$ cat config.mk
export PLATFORM = sky130hd
export DESIGN_NAME = fpga_glue_top
export DESIGN_NICKNAME = d
export VERILOG_FILES = /design/src/verilog/hps_reset_pkg.sv /design/src/verilog/board_pkg.sv /design/src/verilog/fpga_glue_top.sv /design/src/verilog/heartbeat.sv /design/src/verilog/reset_pulse_stretch.sv /design/src/verilog/key_debounce.sv
export SDC_FILE = /design/constraint.sdc
export NUM_CORES = 1
export LEC_CHECK = 0
export BUFFER_PORTS_ARGS = -buffer_cell sky130_fd_sc_hd__buf_2
export CAP_MARGIN = 20
export CORE_MARGIN = 4
export CORE_UTILIZATION = 63
export DETAILED_ROUTE_END_ITERATION = 12
export PLACE_DENSITY = 0.86
export SLEW_MARGIN = 0
export SYNTH_ARGS = -nofsm -noshare
export SYNTH_HDL_FRONTEND = slang
export SYNTH_HIERARCHICAL = 1
export SYNTH_SLANG_ARGS = --single-unit
$ cat constraint.sdc
create_clock -name fpga_clk_50 -period 2.8 [get_ports fpga_clk_50]
set_input_delay 0.14 -clock fpga_clk_50 [delete_from_list [all_inputs] [get_ports fpga_clk_50]]
set_output_delay 0.14 -clock fpga_clk_50 [all_outputs]
set_load 0.01 [all_outputs]
$ cat src/verilog/hps_reset_pkg.sv
// reset request definitions for the fabric-to-processor reset lines
// three request bits feed three pulse stretchers, one per reset kind
// pulse lengths are in fpga_clk_50 cycles
package hps_reset_pkg;

  // request vector layout
  typedef logic [2:0] reset_req_t;

  localparam int unsigned req_cold  = 0;
  localparam int unsigned req_warm  = 1;
  localparam int unsigned req_debug = 2;

  // pulse length per request kind
  localparam int unsigned cold_pulse_len  = 6;
  localparam int unsigned warm_pulse_len  = 2;
  localparam int unsigned debug_pulse_len = 32;  // longest, sizes the counter

  // stretcher down counter, holds debug_pulse_len-1
  typedef logic [5:0] pulse_cnt_t;

  // stretcher FSM
  typedef enum logic {
    idle,  // waiting for a rising edge
    busy   // pulse out, edges ignored
  } stretch_state_t;

endpackage

$ cat src/verilog/board_pkg.sv
// board-level widths and default timings for the fabric glue logic
// covers the push keys, slide switches, LED bar and the trace event word
// modules pull the defaults in as parameter values, simulation overrides them
package board_pkg;

  // ====================================================================
  // pin group widths
  // ====================================================================
  localparam int unsigned key_w     = 4;   // push keys, active low
  localparam int unsigned sw_w      = 10;  // slide switches
  localparam int unsigned led_w     = 10;  // LED bar
  localparam int unsigned led_pio_w = 9;   // processor-driven LED register
  localparam int unsigned stm_w     = 28;  // trace event word into the processor

  typedef logic [key_w-1:0]     key_t;
  typedef logic [sw_w-1:0]      sw_t;
  typedef logic [led_w-1:0]     led_t;
  typedef logic [led_pio_w-1:0] led_pio_t;
  typedef logic [stm_w-1:0]     stm_events_t;

  // zero fill above the payload in the event word
  // payload is sw, led_pio and the debounced keys
  localparam int unsigned stm_pad_bits = stm_w - sw_w - led_pio_w - key_w;

  // ====================================================================
  // clock and default timings
  // ====================================================================
  localparam int unsigned clk_freq_hz = 32'd50_000_000;  // fpga_clk_50

  // 1 ms of stable level before a key change is accepted
  localparam int unsigned debounce_cycles_default = clk_freq_hz / 1000;

  // half a second per LED phase, so 1 Hz blink
  localparam int unsigned blink_half_period_default = clk_freq_hz / 2;

endpackage
$ cat src/verilog/fpga_glue_top.sv
// fabric glue logic for the SoC board top level
// debounces the push keys, stretches the three reset requests towards the
// processor, blinks the heartbeat LED and builds the trace event word
// timing parameters pass down to the blocks, defaults are board values
`timescale 1ns/1ps

module fpga_glue_top #(
  parameter int unsigned debounce_cycles   = board_pkg::debounce_cycles_default,
  parameter int unsigned blink_half_period = board_pkg::blink_half_period_default
) (
  input  logic                      fpga_clk_50,
  input  logic                      hps_fpga_reset_n,   // processor fabric reset
  input  board_pkg::key_t           key,                // active low
  input  board_pkg::sw_t            sw,
  input  board_pkg::led_pio_t       led_pio,            // processor LED register
  input  hps_reset_pkg::reset_req_t reset_req,          // cold, warm, debug
  output board_pkg::led_t           ledr,
  output board_pkg::stm_events_t    stm_hw_events,
  output board_pkg::key_t           debounced_keys,
  output logic                      cold_reset_req_n,
  output logic                      warm_reset_req_n,
  output logic                      debug_reset_req_n
);

  import board_pkg::*;
  import hps_reset_pkg::*;

  logic cold_pulse;
  logic warm_pulse;
  logic debug_pulse;
  logic heartbeat_led;

  // ====================================================================
  // push keys
  // ====================================================================
  key_debounce #(
    .width           ($bits(key_t)),
    .debounce_cycles (debounce_cycles)
  ) key_debounce_i (
    .fpga_clk_50      (fpga_clk_50),
    .hps_fpga_reset_n (hps_fpga_reset_n),
    .key_in           (key),
    .key_out          (debounced_keys)
  );

  // ====================================================================
  // reset requests to the processor
  // ====================================================================
  reset_pulse_stretch #(
    .pulse_len (cold_pulse_len)
  ) cold_stretch_i (
    .fpga_clk_50      (fpga_clk_50),
    .hps_fpga_reset_n (hps_fpga_reset_n),
    .req              (reset_req[req_cold]),
    .pulse            (cold_pulse)
  );

  reset_pulse_stretch #(
    .pulse_len (warm_pulse_len)
  ) warm_stretch_i (
    .fpga_clk_50      (fpga_clk_50),
    .hps_fpga_reset_n (hps_fpga_reset_n),
    .req              (reset_req[req_warm]),
    .pulse            (warm_pulse)
  );

  reset_pulse_stretch #(
    .pulse_len (debug_pulse_len)
  ) debug_stretch_i (
    .fpga_clk_50      (fpga_clk_50),
    .hps_fpga_reset_n (hps_fpga_reset_n),
    .req              (reset_req[req_debug]),
    .pulse            (debug_pulse)
  );

  // processor side wants active-low requests
  assign cold_reset_req_n  = ~cold_pulse;
  assign warm_reset_req_n  = ~warm_pulse;
  assign debug_reset_req_n = ~debug_pulse;

  // ====================================================================
  // LEDs and trace events
  // ====================================================================
  heartbeat #(
    .half_period (blink_half_period)
  ) heartbeat_i (
    .fpga_clk_50      (fpga_clk_50),
    .hps_fpga_reset_n (hps_fpga_reset_n),
    .led              (heartbeat_led)
  );

  assign ledr = {led_pio, heartbeat_led};   // bit 0 is the heartbeat

  // zero fill, switches, processor LEDs, keys at the bottom
  assign stm_hw_events = {{stm_pad_bits{1'b0}}, sw, led_pio, debounced_keys};

endmodule

$ cat src/verilog/heartbeat.sv
// heartbeat blinker for the LED bar
// free-running counter wraps every half_period cycles and flips the LED
// LED starts dark after reset, first flip half_period cycles later
`timescale 1ns/1ps

module heartbeat #(
  parameter int unsigned half_period = board_pkg::blink_half_period_default
) (
  input  logic fpga_clk_50,
  input  logic hps_fpga_reset_n,
  output logic led
);

  // counter width, at least one bit
  localparam int unsigned cnt_w =
    ($clog2(half_period) > 0) ? $clog2(half_period) : 1;
  localparam logic [cnt_w-1:0] cnt_wrap = cnt_w'(half_period - 1);

  logic [cnt_w-1:0] cnt_q;

  // ====================================================================
  // divider
  // ====================================================================
  always_ff @(posedge fpga_clk_50 or negedge hps_fpga_reset_n)
  begin
    if (!hps_fpga_reset_n)
    begin
      cnt_q <= '0;
      led   <= 1'b0;
    end
    else if (cnt_q == cnt_wrap)
    begin
      cnt_q <= '0;
      led   <= ~led;   // one phase done
    end
    else
    begin
      cnt_q <= cnt_q + 1'b1;
    end
  end

endmodule

$ cat src/verilog/reset_pulse_stretch.sv
// turns the rising edge of one request bit into a fixed-length pulse
// pulse rises on the clock after the edge and lasts pulse_len cycles
// further edges while the pulse runs are dropped, not queued
// the history flop clears in reset, so a request held through reset
// gives one pulse once reset is released
`timescale 1ns/1ps

module reset_pulse_stretch #(
  parameter int unsigned pulse_len
) (
  input  logic fpga_clk_50,
  input  logic hps_fpga_reset_n,
  input  logic req,    // level request, same clock domain
  output logic pulse   // active-high stretched pulse
);

  import hps_reset_pkg::*;

  localparam pulse_cnt_t cnt_load = pulse_cnt_t'(pulse_len - 1);

  stretch_state_t state_q;
  pulse_cnt_t     cnt_q;   // cycles left after the current one
  logic           req_q;   // req one cycle ago
  logic           req_rise;

  assign req_rise = req & ~req_q;

  // ====================================================================
  // edge history
  // ====================================================================
  always_ff @(posedge fpga_clk_50 or negedge hps_fpga_reset_n)
  begin
    if (!hps_fpga_reset_n)
    begin
      req_q <= 1'b0;   // held request counts as an edge after reset
    end
    else
    begin
      req_q <= req;    // tracks req in both states
    end
  end

  // ====================================================================
  // stretcher FSM
  // ====================================================================
  always_ff @(posedge fpga_clk_50 or negedge hps_fpga_reset_n)
  begin
    if (!hps_fpga_reset_n)
    begin
      state_q <= idle;
      cnt_q   <= '0;
    end
    else
    begin
      case (state_q)
        idle:
        begin
          if (req_rise)
          begin
            state_q <= busy;
            cnt_q   <= cnt_load;
          end
        end
        busy:
        begin
          if (cnt_q == '0)
          begin
            state_q <= idle;        // last pulse cycle done
          end
          else
          begin
            cnt_q <= cnt_q - 1'b1;  // req ignored here
          end
        end
        default:
        begin
          state_q <= idle;
        end
      endcase
    end
  end

  assign pulse = (state_q == busy);  // straight from the state flop

endmodule

$ cat src/verilog/key_debounce.sv
// debouncer for the active-low push keys
// each key goes through a two-flop synchronizer, then a per-key counter
// that accepts a new level only after it held for debounce_cycles clocks
// outputs come out of reset as all ones, i.e. released
`timescale 1ns/1ps

module key_debounce #(
  parameter int unsigned width           = 4,
  parameter int unsigned debounce_cycles = board_pkg::debounce_cycles_default
) (
  input  logic             fpga_clk_50,
  input  logic             hps_fpga_reset_n,
  input  logic [width-1:0] key_in,   // raw pins, asynchronous
  output logic [width-1:0] key_out   // clean level, 1 = released
);

  // counter width, at least one bit
  localparam int unsigned cnt_w =
    ($clog2(debounce_cycles) > 0) ? $clog2(debounce_cycles) : 1;
  localparam logic [cnt_w-1:0] cnt_last = cnt_w'(debounce_cycles - 1);

  logic [width-1:0] meta_q;           // first sync stage
  logic [width-1:0] sync_q;           // second sync stage
  logic [cnt_w-1:0] cnt_q [width];    // stable-mismatch count per key

  // ====================================================================
  // synchronizer
  // ====================================================================
  always_ff @(posedge fpga_clk_50 or negedge hps_fpga_reset_n)
  begin
    if (!hps_fpga_reset_n)
    begin
      meta_q <= '1;  // keys idle high
      sync_q <= '1;
    end
    else
    begin
      meta_q <= key_in;
      sync_q <= meta_q;
    end
  end

  // ====================================================================
  // per-key filter
  // ====================================================================
  // counter runs only while sync differs from out
  // any match in between starts the count over
  always_ff @(posedge fpga_clk_50 or negedge hps_fpga_reset_n)
  begin
    if (!hps_fpga_reset_n)
    begin
      key_out <= '1;
      for (int i = 0; i < width; i++)
      begin
        cnt_q[i] <= '0;
      end
    end
    else
    begin
      for (int i = 0; i < width; i++)
      begin
        if (sync_q[i] == key_out[i])
        begin
          cnt_q[i] <= '0;            // level agrees, nothing pending
        end
        else if (cnt_q[i] == cnt_last)
        begin
          key_out[i] <= sync_q[i];   // held long enough, take it
          cnt_q[i]   <= '0;
        end
        else
        begin
          cnt_q[i] <= cnt_q[i] + 1'b1;
        end
      end
    end
  end

endmodule

# Word-level counts from Yosys, hierarchy flattened
# Index checks and enable logic that the tools add are counted.
# word_totals
register_bits,126
inputBits,28
output_inout_bits,45
word_cells,95
# classes
add_sub_neg,8
n_eq_ne,15
n_mux,27
bitwise,14
reduce_logical,10
# ops
op,n
16-bit two-way mux,8
"16-bit by 1-bit adder with 16-bit output, second input constant",4
"16-bit == test, second input constant",4
6-bit two-way mux,6
6-bit case mux with 2 select lines,3
"25-bit by 1-bit adder with 25-bit output, second input constant",1
"25-bit == test, second input constant",1
25-bit two-way mux,1
6-bit zero test,3
"6-bit by 1-bit subtractor with 6-bit output, second input constant",3
2-bit AND reduction,7
1-bit NOT,11
1-bit two-way mux,6
"2-bit by 1-bit != test with 1-bit output, second input constant",3
"2-bit != test, second input constant",3
1-bit case mux with 2 select lines,3
1-bit == test,4
1-bit bitwise AND,3

# Depth between registers and ports, before layout
# Gate-level depths: netlist (run 1).
# logic_depth
ltp_word,4
ltp_mapped,7
ltp_nobuf,5

# Hierarchy
# The synthesis (run 1) kept the hierarchy.
# by_module_without_submodules
mod,n_inst,cells_each,area_each_um2,seq_area_each_um2
key_debounce,1,334,3500.9,1916.8
heartbeat,1,127,1328.8,650.6
reset_pulse_stretch (warm_stretch_i),1,42,457.9,200.2
reset_pulse_stretch (debug_stretch_i),1,46,455.4,200.2
reset_pulse_stretch (cold_stretch_i),1,42,436.7,200.2
fpga_glue_top,1,42,300.3,0.0

# Worst setup path before layout (run 1)
# OpenSTA, ideal clock, no wires.
# synth_path
kind,register -> register
from,register key_debounce_i/cnt_q[42] (netlist name)
to,register key_debounce_i/cnt_q[38] (netlist name)
setup_time_ns,0.119
t_arrival_ns,1.739
setup_slack_ns,0.942
path_stages_with_launch,6
n_path_buf,1
period_less_slack_ns,1.858
path_cell_list,dfrtp_1 or4b_1 or4_4 nand2_4 buf_6 nor2_1
# synth_via
elab_chain_cells,3
# synth_lines
item,line,text
start: declaration,key_debounce.sv:24,logic [cnt_w-1:0] cnt_q [width];
start signal: indexed assignment,key_debounce.sv:73,cnt_q[i] <= cnt_q[i] + 1'b1;
16-bit == test,key_debounce.sv:66,else if (cnt_q[i] == cnt_last)
16-bit two-way mux,key_debounce.sv:66,
16-bit two-way mux,key_debounce.sv:62,if (sync_q[i] == key_out[i])
# No other way between the ends.
# A chain may end at the register's enable or synchronous reset.

# Worst setup path in the final report (run 1)
# layout_path
from,register heartbeat_i.cnt_q[0]
to,register heartbeat_i.led
# layout_via
elab_chain_cells,1
# layout_lines
item,line,text
start: declaration,heartbeat.sv:19,logic [cnt_w-1:0] cnt_q;
start signal: assignment,heartbeat.sv:38,cnt_q <= cnt_q + 1'b1;
25-bit == test,heartbeat.sv:31,else if (cnt_q == cnt_wrap)
end signal: assignment,heartbeat.sv:34,led <= ~led;
end: declaration,heartbeat.sv:11,output logic led
# No other way between the ends.

==> summary.txt, run 1 <==
Min path
  – Worst min path class: primary input to async pin

Yosys
  – Yosys top cell area share: 0.4402
  – Async set or reset register ratio after synthesis: 1.000
  – Synth cell count leaders: 114 x dfrtp_1, 73 x nor2_1, 50 x xnor2_1
  – Synthesis-stage register bit count: 126
  – Post-synth cell types: 64
  – Post-Synthesis Cells: 633
  – Post-Syn Area: 6480 um^2
  – Top-count cell post-synth: dfrtp_1
  – Leading area contributor after synthesis: dfrtp_1
  – Synth Flop Type: dfrtp_1
  – Sequential share of the synthesized area: 0.4889
  – Mean Syn Cell Area: 10.24 um^2
  – EDFF count, synth: 0
  – Synth area leaders: dfrtp_1 44%, xnor2_1 6.8%, buf_4 5.0%, dfstp_2 4.9%, nor2_1 4.2%
  – Yosys warning count: 6

Floorplan
  – Cell Rows: 36
  – Core ar.: 9910 um^2
  – Die Ht: 109.4 um
  – Die area: 11970 um^2
  – Die width: 109.4 um
  – # IOs: 73
  – Starting Density: 0.6539

Route
  – DRC errors left: 0
  – ANT nets after route: 0
  – Wire length per cell: 15.97 um
  – DRT iter0 DRCs: 330
  – Detailed-route via count: 4711
  – Final WL: 12.50 mm
  – Vias/cell: 6.017
  – Drt pass-1 iters: 5

Run status
  – Status: finished, final reports clean

STA
  – Final Max Slew Viols: 0
  – Slew margin rel.: 0.4841
  – Worst-margin pin slew: 0.7681 ns
  – Unrepaired setup endpoints after global routing: false
  – Clk_skew: 0.006115 ns
  – Setup TNS: 0 ns
  – Final Cycle Share: 0.7370
  – # setup viols final: 0
  – Maximum clock frequency: 484.6 MHz
  – Endpoints failing hold: 0
  – Post-route minimum period: 2.063 ns

Global routing
  – Overall Global Routing Usage: 0.2308
  – Vias in the first global route: 4772
  – Grt ovf: 0
  – Pin count of the biggest net entering global routing: 53
  – Antenna violations before repair: 0
  – First-pass GRT wire length: 21.97 mm

CTS
  – CTS Root Cell: clkbuf_8
  – # clock sinks: 126
  – PostCTS Resize Cnt: 0
  – H-tree levels: 4
  – CTS tree: built
  – Longest Clk Path Bufs: 2
  – CTS clock-pin slew for the worst setup and hold paths: 0.06 ns
  – Worst-Skew Late Latency: 0.52 ns
  – Setup bufs post-CTS: 0
  – CTS Buf Count: 17

Setup path
  – Critical path arrival: 2.42 ns
  – CP endpoint kind: flop
  – Req. time, crit path: 3.16 ns
  – Worst-path maximum fanout: 14
  – Worst reg2reg path endpoint: heartbeat_i/led$_DFFE_PN0N_
  – Worst R2R Start: heartbeat_i/cnt_q[0]$_DFF_PN0_
  – R2r setup slk: 0.74 ns
  – Worst Setup Start Kind: flop
  – R2r worst-path depth: 5
  – Crit Path Category: flop to flop

Power
  – Max IR drop VDD: 0.0006304 V
  – Pwr dens: 741.5 nW/um^2
  – P_leak: 3.034 nW

Layout
  – Final nets: 677
  – Layout cells sized above 1: 0.1415
  – Ant diodes: 0
  – Layout area overhead: 10.21%
  – Final Non-Filler Cells: 783

Place
  – Detailed placement HPWL: 7.715 mm
  – Final GP Congestion: 0.8603
  – Port bufs: 20
  – Dpl cells: 744

Flow run
  – Max-cap viol count: 0
[placed cells by master (no fill, tap or decap), drive strengths merged, types with 7 or more instances in the layout]
cell / synthesis / final
a21oi: 14 / 14
nor2: 73 / 73
xor2: 20 / 20
nor4: 17 / 17
or4: 8 / 8
nand4: 27 / 27
inv: 28 / 28
o31ai: 11 / 11
and3: 11 / 11
xnor2: 50 / 50
buf: 45 / 22
o21ai: 11 / 11
or3: 7 / 7
ha: 11 / 11
nand2: 33 / 33
nor3: 22 / 22
dfstp: 12 / 12
dfrtp: 114 / 114
and4: 8 / 8
dlygate4sd3: 0 / 8
clkbuf: 3 / 24
nand3: 40 / 40
[timing repair]
item	4_1_cts	5_1_grt
setup endpoints to repair	0	0
hold endpoints to repair	51	0
hold buffers	8	0
[worst max path at each step]
stage,from,endpoint,cells past startpoint
CTS,heartbeat_i/cnt_q[0]$_DFF_PN0_,heartbeat_i/led$_DFFE_PN0N_,5
global route,heartbeat_i/cnt_q[0]$_DFF_PN0_,heartbeat_i/led$_DFFE_PN0N_,5
floorplan,key_debounce_i/cnt_q[42]$_DFF_PN0_,key_debounce_i/cnt_q[38]$_DFF_PN0_,5
detailed placement,heartbeat_i/cnt_q[0]$_DFF_PN0_,heartbeat_i/led$_DFFE_PN0N_,5
global placement,heartbeat_i/cnt_q[0]$_DFF_PN0_,heartbeat_i/led$_DFFE_PN0N_,5
finish,heartbeat_i/cnt_q[0]$_DFF_PN0_,heartbeat_i/led$_DFFE_PN0N_,5
[worst max-delay path, cell delays in order (launching register included)]
cell and delay (ns):
dfrtp_1 0.38, ha_1 0.18, and3_1 0.28, nand2_1 0.23, nor4_4 0.71, xor2_1 0.13
[power breakdown]
group	switching (W)	total, W	internal, W	leakage (nW)
combinational	0.000435	0.000783	0.000348	1.09
clock	0.000733	0.00231	0.00158	0.303
sequential	0.000210	0.00220	0.00199	1.65
[routing by layer]
| metal | up-vias | part of all wire | GRT usage |
|---|---|---|---|
| li1 | 2223 | - | - |
| met1 | 2334 | 0.43 | 0.2894 |
| met2 | 130 | 0.51 | 0.3836 |
| met3 | 24 | 0.041 | 0.05989 |
| met4 | 0 | 0.016 | 0.09172 |
| met5 | - | 0 | 0 |
[kinds of logic after synthesis]
| logic type | Yosys count | synth area share |
|---|---|---|
| adder cells (fa/ha/maj) | 11 | 0.02124 |
| other | 1 | 0.0005787 |
| buffers and inverters | 76 | 0.07028 |
| XOR/XNOR | 70 | 0.09461 |
| multiplexers | 5 | 0.009074 |
| AO/OA/AOI/OAI | 54 | 0.05755 |
| AND/OR/NAND/NOR | 290 | 0.2578 |
| flip-flops | 126 | 0.4889 |
[stage by stage]
stage	util	total power, W	hold WS [ns]	area (um^2)	setup slack (ns)
after floorplan	-	0.002806	-0.1556	6495	0.9424
after global placement	0.6500	0.002917	0.2060	6441	0.8491
after detailed placement	0.6500	0.002985	0.2123	6441	0.7809
after CTS	0.7207	0.005332	0.2128	7142	0.7438
after global routing	0.7207	0.005552	0.2552	7142	0.6127
final	0.7207	0.005295	0.1888	7142	0.7365
[flip-flops by register name, summed over array words and instances (netlist names)]
register	cells
key_debounce_i/cnt_q	64
heartbeat_i/cnt_q	25
cold_stretch_i/cnt_q	6
debug_stretch_i/cnt_q	6
warm_stretch_i/cnt_q	6
key_debounce_i/key_out	4
key_debounce_i/meta_q	4
key_debounce_i/sync_q	4
cold_stretch_i/pulse	1
cold_stretch_i/req_q	1
debug_stretch_i/pulse	1
debug_stretch_i/req_q	1
heartbeat_i/led	1
warm_stretch_i/pulse	1
warm_stretch_i/req_q	1
[layout make-up]
class / instances / area (um^2)
flip-flops and latches: 126 / 3168
multi-input cells: 435 / 2872
fillers: 672 / 2768
clock buffers: 24 / 460.4
repair buffers: 30 / 210.2
well taps: 133 / 166.4
clock inverters: 7 / 160.2
inverters: 28 / 105.1
(Power assumes the default switching activity.)
==> run 2: changes to the inputs <==
Settings changed: CORE_UTILIZATION 63 to 59, PLACE_DENSITY 0.86 to 0.81.
Clock period 2.8 ns to 2.1 ns, I/O delays scaled along.
==> run 2 against run 1 <==
Effect of this change:
- worst hold slack worse by 0.063 ns
- critical path depth is 2 lower
- final cell count is 1.5% higher
- maximum frequency is 8.2% higher
- power is 28% higher
- non-clock buffer count is 4 higher
- die area is 6.3% higher
- worst setup slack worse by 0.54 ns
- count of clock-buffer cells in the layout is 2 lower
- combinational power is 32% higher
- global-route usage is 2.8 points lower
==> summary.txt, run 2 (synthesized netlist as in run 1, its figures left out) <==
Power
  – P_leak: 3.024 nW
  – Max IR drop VDD: 0.0008012 V
  – Pwr dens: 947.4 nW/um^2

STA
  – Final Cycle Share: 0.9086
  – Worst-margin pin slew: 0.5767 ns
  – # setup viols final: 0
  – Post-route minimum period: 1.908 ns
  – Endpoints failing hold: 0
  – Clk_skew: 0.005871 ns
  – Setup TNS: 0 ns
  – Final Max Slew Viols: 0
  – Maximum clock frequency: 524.1 MHz
  – Slew margin rel.: 0.6155
  – Unrepaired setup endpoints after global routing: false

Route
  – Vias/cell: 5.859
  – Detailed-route via count: 4658
  – Drt pass-1 iters: 4
  – ANT nets after route: 0
  – DRT iter0 DRCs: 360
  – Wire length per cell: 15.18 um
  – DRC errors left: 0
  – Final WL: 12.07 mm

Layout
  – Commonest non-fill, non-tap cell in the layout: dfrtp_1
  – Max FFs per register: 64
  – Ant diodes: 0
  – FILL cells: 774
  – Top reg by flops: key_debounce_i/cnt_q
  – Layout area overhead: 10.31%
  – Top Registers: key_debounce_i/cnt_q: 64 flops, heartbeat_i/cnt_q: 25 flops
  – Final Non-Filler Cells: 795
  – Layout cells sized above 1: 0.1527
  – Multi-input gate area: 2872 um^2
  – Storage cell area: 3168 um^2
  – Final nets: 681
  – Most frequent cells in the layout: 114 x dfrtp_1, 73 x nor2_1, 50 x xnor2_1

Floorplan
  – Die Ht: 112.8 um
  – Cell Rows: 38
  – Starting Density: 0.6004
  – Core ar.: 10790 um^2
  – Die width: 112.8 um
  – Die area: 12720 um^2
  – # IOs: 73

CTS
  – Longest Clk Path Bufs: 2
  – Worst-Skew Late Latency: 0.52 ns
  – # clock sinks: 126
  – CTS Buf Count: 17
  – CTS tree: built
  – CTS Root Cell: clkbuf_8
  – H-tree levels: 4
  – CTS clock-pin slew for the worst setup and hold paths: 0.06 ns
  – PostCTS Resize Cnt: 0

Global routing
  – Vias in the first global route: 4665
  – Pin count of the biggest net entering global routing: 45
  – Grt ovf: 0
  – First-pass GRT wire length: 21.01 mm
  – Antenna violations before repair: 0
  – Overall Global Routing Usage: 0.2028

Flow run
  – Max-cap viol count: 0

Min path
  – Worst min path class: primary input to async pin

Place
  – Port bufs: 20
  – Detailed placement HPWL: 7.893 mm
  – Final GP Congestion: 0.8575
  – Dpl cells: 754

Setup path
  – CP endpoint kind: flop
  – Critical path arrival: 2.36 ns
  – Worst-path maximum fanout: 4
  – Worst Setup Start Kind: flop
  – Crit Path Category: flop to flop
  – Req. time, crit path: 2.55 ns
  – R2r worst-path depth: 3

Run status
  – Status: finished, final reports clean
[run 2: where the power goes]
group / switching [W] / leakage, nW / internal, W
sequential: 0.000280 / 1.65 / 0.00266
clock: 0.00103 / 0.269 / 0.00177
combinational: 0.000552 / 1.11 / 0.000476
total: 0.00186 / 3.02 / 0.00491
[run 2: layer usage]
metal | global-route usage | wire (um) | vias up
li1 | - | - | 2220
met1 | 0.2505 | 5324 | 2325
met2 | 0.3314 | 6071 | 92
met3 | 0.06898 | 467 | 21
met4 | 0.07612 | 202 | 0
met5 | 0 | 0 | -
[run 2: final cells by class]
cell class | count | area share
multi-input cells | 435 | 0.4017
inverters | 28 | 0.01470
clock buffers | 22 | 0.06476
well taps | 140 | 0.02451
clock inverters | 10 | 0.01575
repair buffers | 34 | 0.03536
flip-flops and latches | 126 | 0.4432
[run 2: worst max-delay path, stage by stage (launching register included)]
cell,delay [ns]
dfrtp_1,0.42
or4b_1,0.52
or4_4,0.58
mux2_4,0.31
[run 2: final timing paths]
kind	startpoint	endpoint	slack, ns
worst max register to register	key_debounce_i/cnt_q[42]$_DFF_PN0_	key_debounce_i/key_out[1]$_DFFE_PN1P_	0.19
worst max-delay path	key_debounce_i/cnt_q[42]$_DFF_PN0_	key_debounce_i/key_out[1]$_DFFE_PN1P_	0.19
worst min-delay path	hps_fpga_reset_n	debug_stretch_i/cnt_q[3]$_DFFE_PN0P_	0.13
worst min register to register	key_debounce_i/meta_q[3]$_DFF_PN1_	key_debounce_i/sync_q[3]$_DFF_PN1_	0.35
max in group asynchronous	hps_fpga_reset_n	key_debounce_i/meta_q[1]$_DFF_PN1_	1.29
min in group fpga_clk_50	sw[5]	stm_hw_events[18]	0.21
[run 2: what timing repair did]
item / CTS / global route
endpoints found under the hold margin: 52 / 0
hold buffers: 8 / 0
setup endpoints to repair: 0 / 1
buffers inserted: 0 / 1
[run 2: per-stage QoR]
stage	hold slack (ns)	power, W	area (um^2)	utilization	worst slack [ns]
2_1_floorplan	-0.1906	0.003742	6495	-	0.2424
4_1_cts	0.1461	0.006826	7141	0.6616	0.1579
5_1_grt	0.1580	0.007147	7148	0.6623	0.09944
6_report	0.1258	0.006772	7148	0.6623	0.1920
3_3_place_gp	0.1386	0.003912	6485	0.6009	0.2235
3_5_place_dp	0.1451	0.003986	6485	0.6009	0.1700
==> run 3: changes to the inputs <==
Settings changed: CORE_UTILIZATION 59 to 58, GPL_TIMING_DRIVEN set to 0, PLACE_DENSITY 0.81 to 0.8, SLEW_MARGIN 0 to 40, SYNTH_HIERARCHICAL 1 to unset.
==> run 3 against run 2 <==
Effect of this change:
- final cell count increased by 7.4%
- count of clock-buffer cells in the layout decreased by 4
- combinational power decreased by 37%
- largest power group is now clock
- worst setup slack got worse by 0.10 ns
- core utilization increased by 6.1 points
==> summary.txt, run 3 <==
Layout
  – Max FFs per register: 64
  – Final Util: 0.7231
  – Final nets: 744
  – Layout area overhead: 20.62%
  – Commonest non-fill, non-tap cell in the layout: dfrtp_1
  – Top reg by flops: key_debounce_i.cnt_q
  – Ant diodes: 0
  – Most frequent cells in the layout: 113 x dfrtp_1, 96 x nor2_1, 56 x xnor2_1
  – Layout cells sized above 1: 0.2270
  – Final Non-Filler Cells: 854
  – Top Registers: key_debounce_i.cnt_q: 64 flops, heartbeat_i.cnt_q: 25 flops

Setup path
  – Worst Path Buf+Inv: 1
  – Critical path arrival: 2.46 ns
  – Req. time, crit path: 2.56 ns
  – Worst-path maximum fanout: 7
  – CP endpoint kind: flop
  – Crit-path leading delay family: simple AND/OR/NAND/NOR gates
  – Worst Setup Start Kind: flop
  – Largest stage delay on the critical path: 0.59 ns
  – Slowest CP cell: or4_4
  – Crit Path Category: flop to flop
  – CP Cell Sequence: clkbuf_2, nand4_1, or4_4, or4_1, a21oi_1

CTS
  – CTS tree: built
  – # clock sinks: 126
  – CTS clock-pin slew for the worst setup and hold paths: 0.06 ns
  – CTS Buf Count: 17
  – Longest Clk Path Bufs: 2
  – Worst-Skew Late Latency: 0.53 ns
  – H-tree levels: 4
  – CTS Root Cell: clkbuf_8

Floorplan
  – # IOs: 73
  – Cell Rows: 37
  – Starting Density: 0.5995
  – Die Ht: 111.8 um
  – Core ar.: 10420 um^2
  – Die area: 12490 um^2
  – Die width: 111.8 um

Power
  – P_leak: 3.365 nW
  – Pwr dens: 862.6 nW/um^2
  – Pint: 0.004872 W
  – Sw power: 0.001625 W
  – Max IR drop VDD: 0.0008714 V
  – Combinational group share of total power: 0.100
  – Switching Share: 0.2501
  – Clock power share: 0.479
  – Reg power frac: 0.421

STA
  – Slew margin rel.: 0.5206
  – Maximum clock frequency: 498.1 MHz
  – Post-route minimum period: 2.008 ns
  – Worst-margin pin slew: 0.7175 ns
  – Hold slack: 0.06981 ns
  – Unrepaired setup endpoints after global routing: false
  – Final Cycle Share: 0.9561
  – Endpoints failing hold: 0
  – Final Max Slew Viols: 0
  – Clk_skew: 0.006453 ns
  – # setup viols final: 0

Yosys
  – Post-Synthesis Cells: 620
  – Synth cell count leaders: 114 x dfrtp_1, 96 x nor2_1, 56 x xnor2_1
  – Synth area leaders: dfrtp_1 46%, xnor2_1 7.9%, nor2_1 5.8%, dfstp_2 5.0%, buf_4 4.6%
  – Async set or reset register ratio after synthesis: 1.000
  – Yosys warning count: 0
  – Synth Flop Type: dfrtp_1
  – Top-count cell post-synth: dfrtp_1
  – Post-Syn Area: 6245 um^2
  – EDFF count, synth: 0
  – Yosys top cell area share: 0.4568
  – Sequential share of the synthesized area: 0.5073
  – Mean Syn Cell Area: 10.07 um^2
  – Post-synth cell types: 48
  – Synthesis-stage register bit count: 126
  – Leading area contributor after synthesis: dfrtp_1

Flow run
  – Max-cap viol count: 0

Place
  – Dpl cells: 809
  – Detailed placement HPWL: 8.285 mm
  – Port bufs: 48
  – Final GP Congestion: 0.8441

Global routing
  – Grt ovf: 0
  – Overall Global Routing Usage: 0.2142
  – Antenna violations before repair: 0
  – Vias in the first global route: 4836
  – Pin count of the biggest net entering global routing: 79
  – First-pass GRT wire length: 21.91 mm

Route
  – DRT iter0 DRCs: 324
  – Detailed-route via count: 4778
  – ANT nets after route: 0
  – Wire length per cell: 14.95 um
  – Vias/cell: 5.595
  – DRC errors left: 0
  – Final WL: 12.77 mm
  – Drt pass-1 iters: 5

Min path
  – Worst min path class: primary input to async pin

Run status
  – Status: finished, final reports clean
-- run 3: power by group through the flow --
stage                     sequential [W]  clock (W)  combinational [W]
after floorplan                  0.00274          0           0.000445
after global placement           0.00276          0           0.000589
after detailed placement         0.00277          0           0.000631
after CTS                        0.00273    0.00316           0.000650
after global routing             0.00276    0.00329           0.000756
final                            0.00273    0.00311           0.000650
-- run 3: what timing repair did --
item,4_1_cts,5_1_grt
resized for setup,5,6
endpoints found under the setup margin,31,42
pin swaps,1,2
hold buffers,8,0
setup buffers,0,5
hold endpoints to repair,129,0
-- run 3: path summary, 6_finish.rpt --
check | start | endpoint | slack, ns | cells past startpoint
setup / recovery | heartbeat_i.cnt_q[11]$_DFF_PN0_ | heartbeat_i.cnt_q[19]$_DFF_PN0_ | 0.09 | 5
hold / removal | hps_fpga_reset_n | key_debounce_i.cnt_q[21]$_DFF_PN0_ | 0.07 | 2
setup reg to reg | heartbeat_i.cnt_q[11]$_DFF_PN0_ | heartbeat_i.cnt_q[19]$_DFF_PN0_ | 0.09 | 5
hold reg to reg | key_debounce_i.meta_q[1]$_DFF_PN1_ | key_debounce_i.sync_q[1]$_DFF_PN1_ | 0.36 | 0
max in group asynchronous | hps_fpga_reset_n | key_debounce_i.meta_q[3]$_DFF_PN1_ | 1.30 | 3
min in group fpga_clk_50 | key[3] | key_debounce_i.meta_q[3]$_DFF_PN1_ | 0.21 | 2
-- run 3: area by class of cell --
class / instances / area, um^2
clock buffer: 18 / 427.9
multi-input combinational: 422 / 2726
fill: 745 / 2884
sequential: 126 / 3169
tap: 136 / 170.2
inverter: 31 / 116.4
clock inverter: 14 / 207.7
timing repair buffer: 62 / 395.4
buffer: 45 / 319.1
-- run 3: metal layers --
metal / track usage / wire length [um] / share of wire
met1: 0.2510 / 5275 / 0.41
met2: 0.3629 / 6489 / 0.51
met3: 0.06304 / 705 / 0.055
met4: 0.09895 / 294 / 0.023
met5: 0 / 0 / 0
-- run 3: cells by family after synthesis --
group                    after synthesis  synth area share
multiplexers                          14           0.02344
flip-flops                           126            0.5073
other                                  1         0.0006005
XOR/XNOR                              76            0.1066
buffers and inverters                 76           0.06932
AND/OR/NAND/NOR                      283            0.2328
AO/OA/AOI/OAI                         33           0.03787
adder cells (fa/ha/maj)               11           0.02204
-- run 3: stage by stage --
step | worst slack, ns | area, um^2 | TNS [ns] | total power (W)
after global placement | -0.6086 | 6670 | -68.77 | 0.003347
after CTS | 0.01220 | 7465 | 0 | 0.006545
after detailed placement | -0.1484 | 6708 | -2.723 | 0.003403
final | 0.09225 | 7532 | 0 | 0.006497
after floorplan | 0.2736 | 6260 | 0 | 0.003182
after global routing | 0.006517 | 7532 | 0 | 0.006805
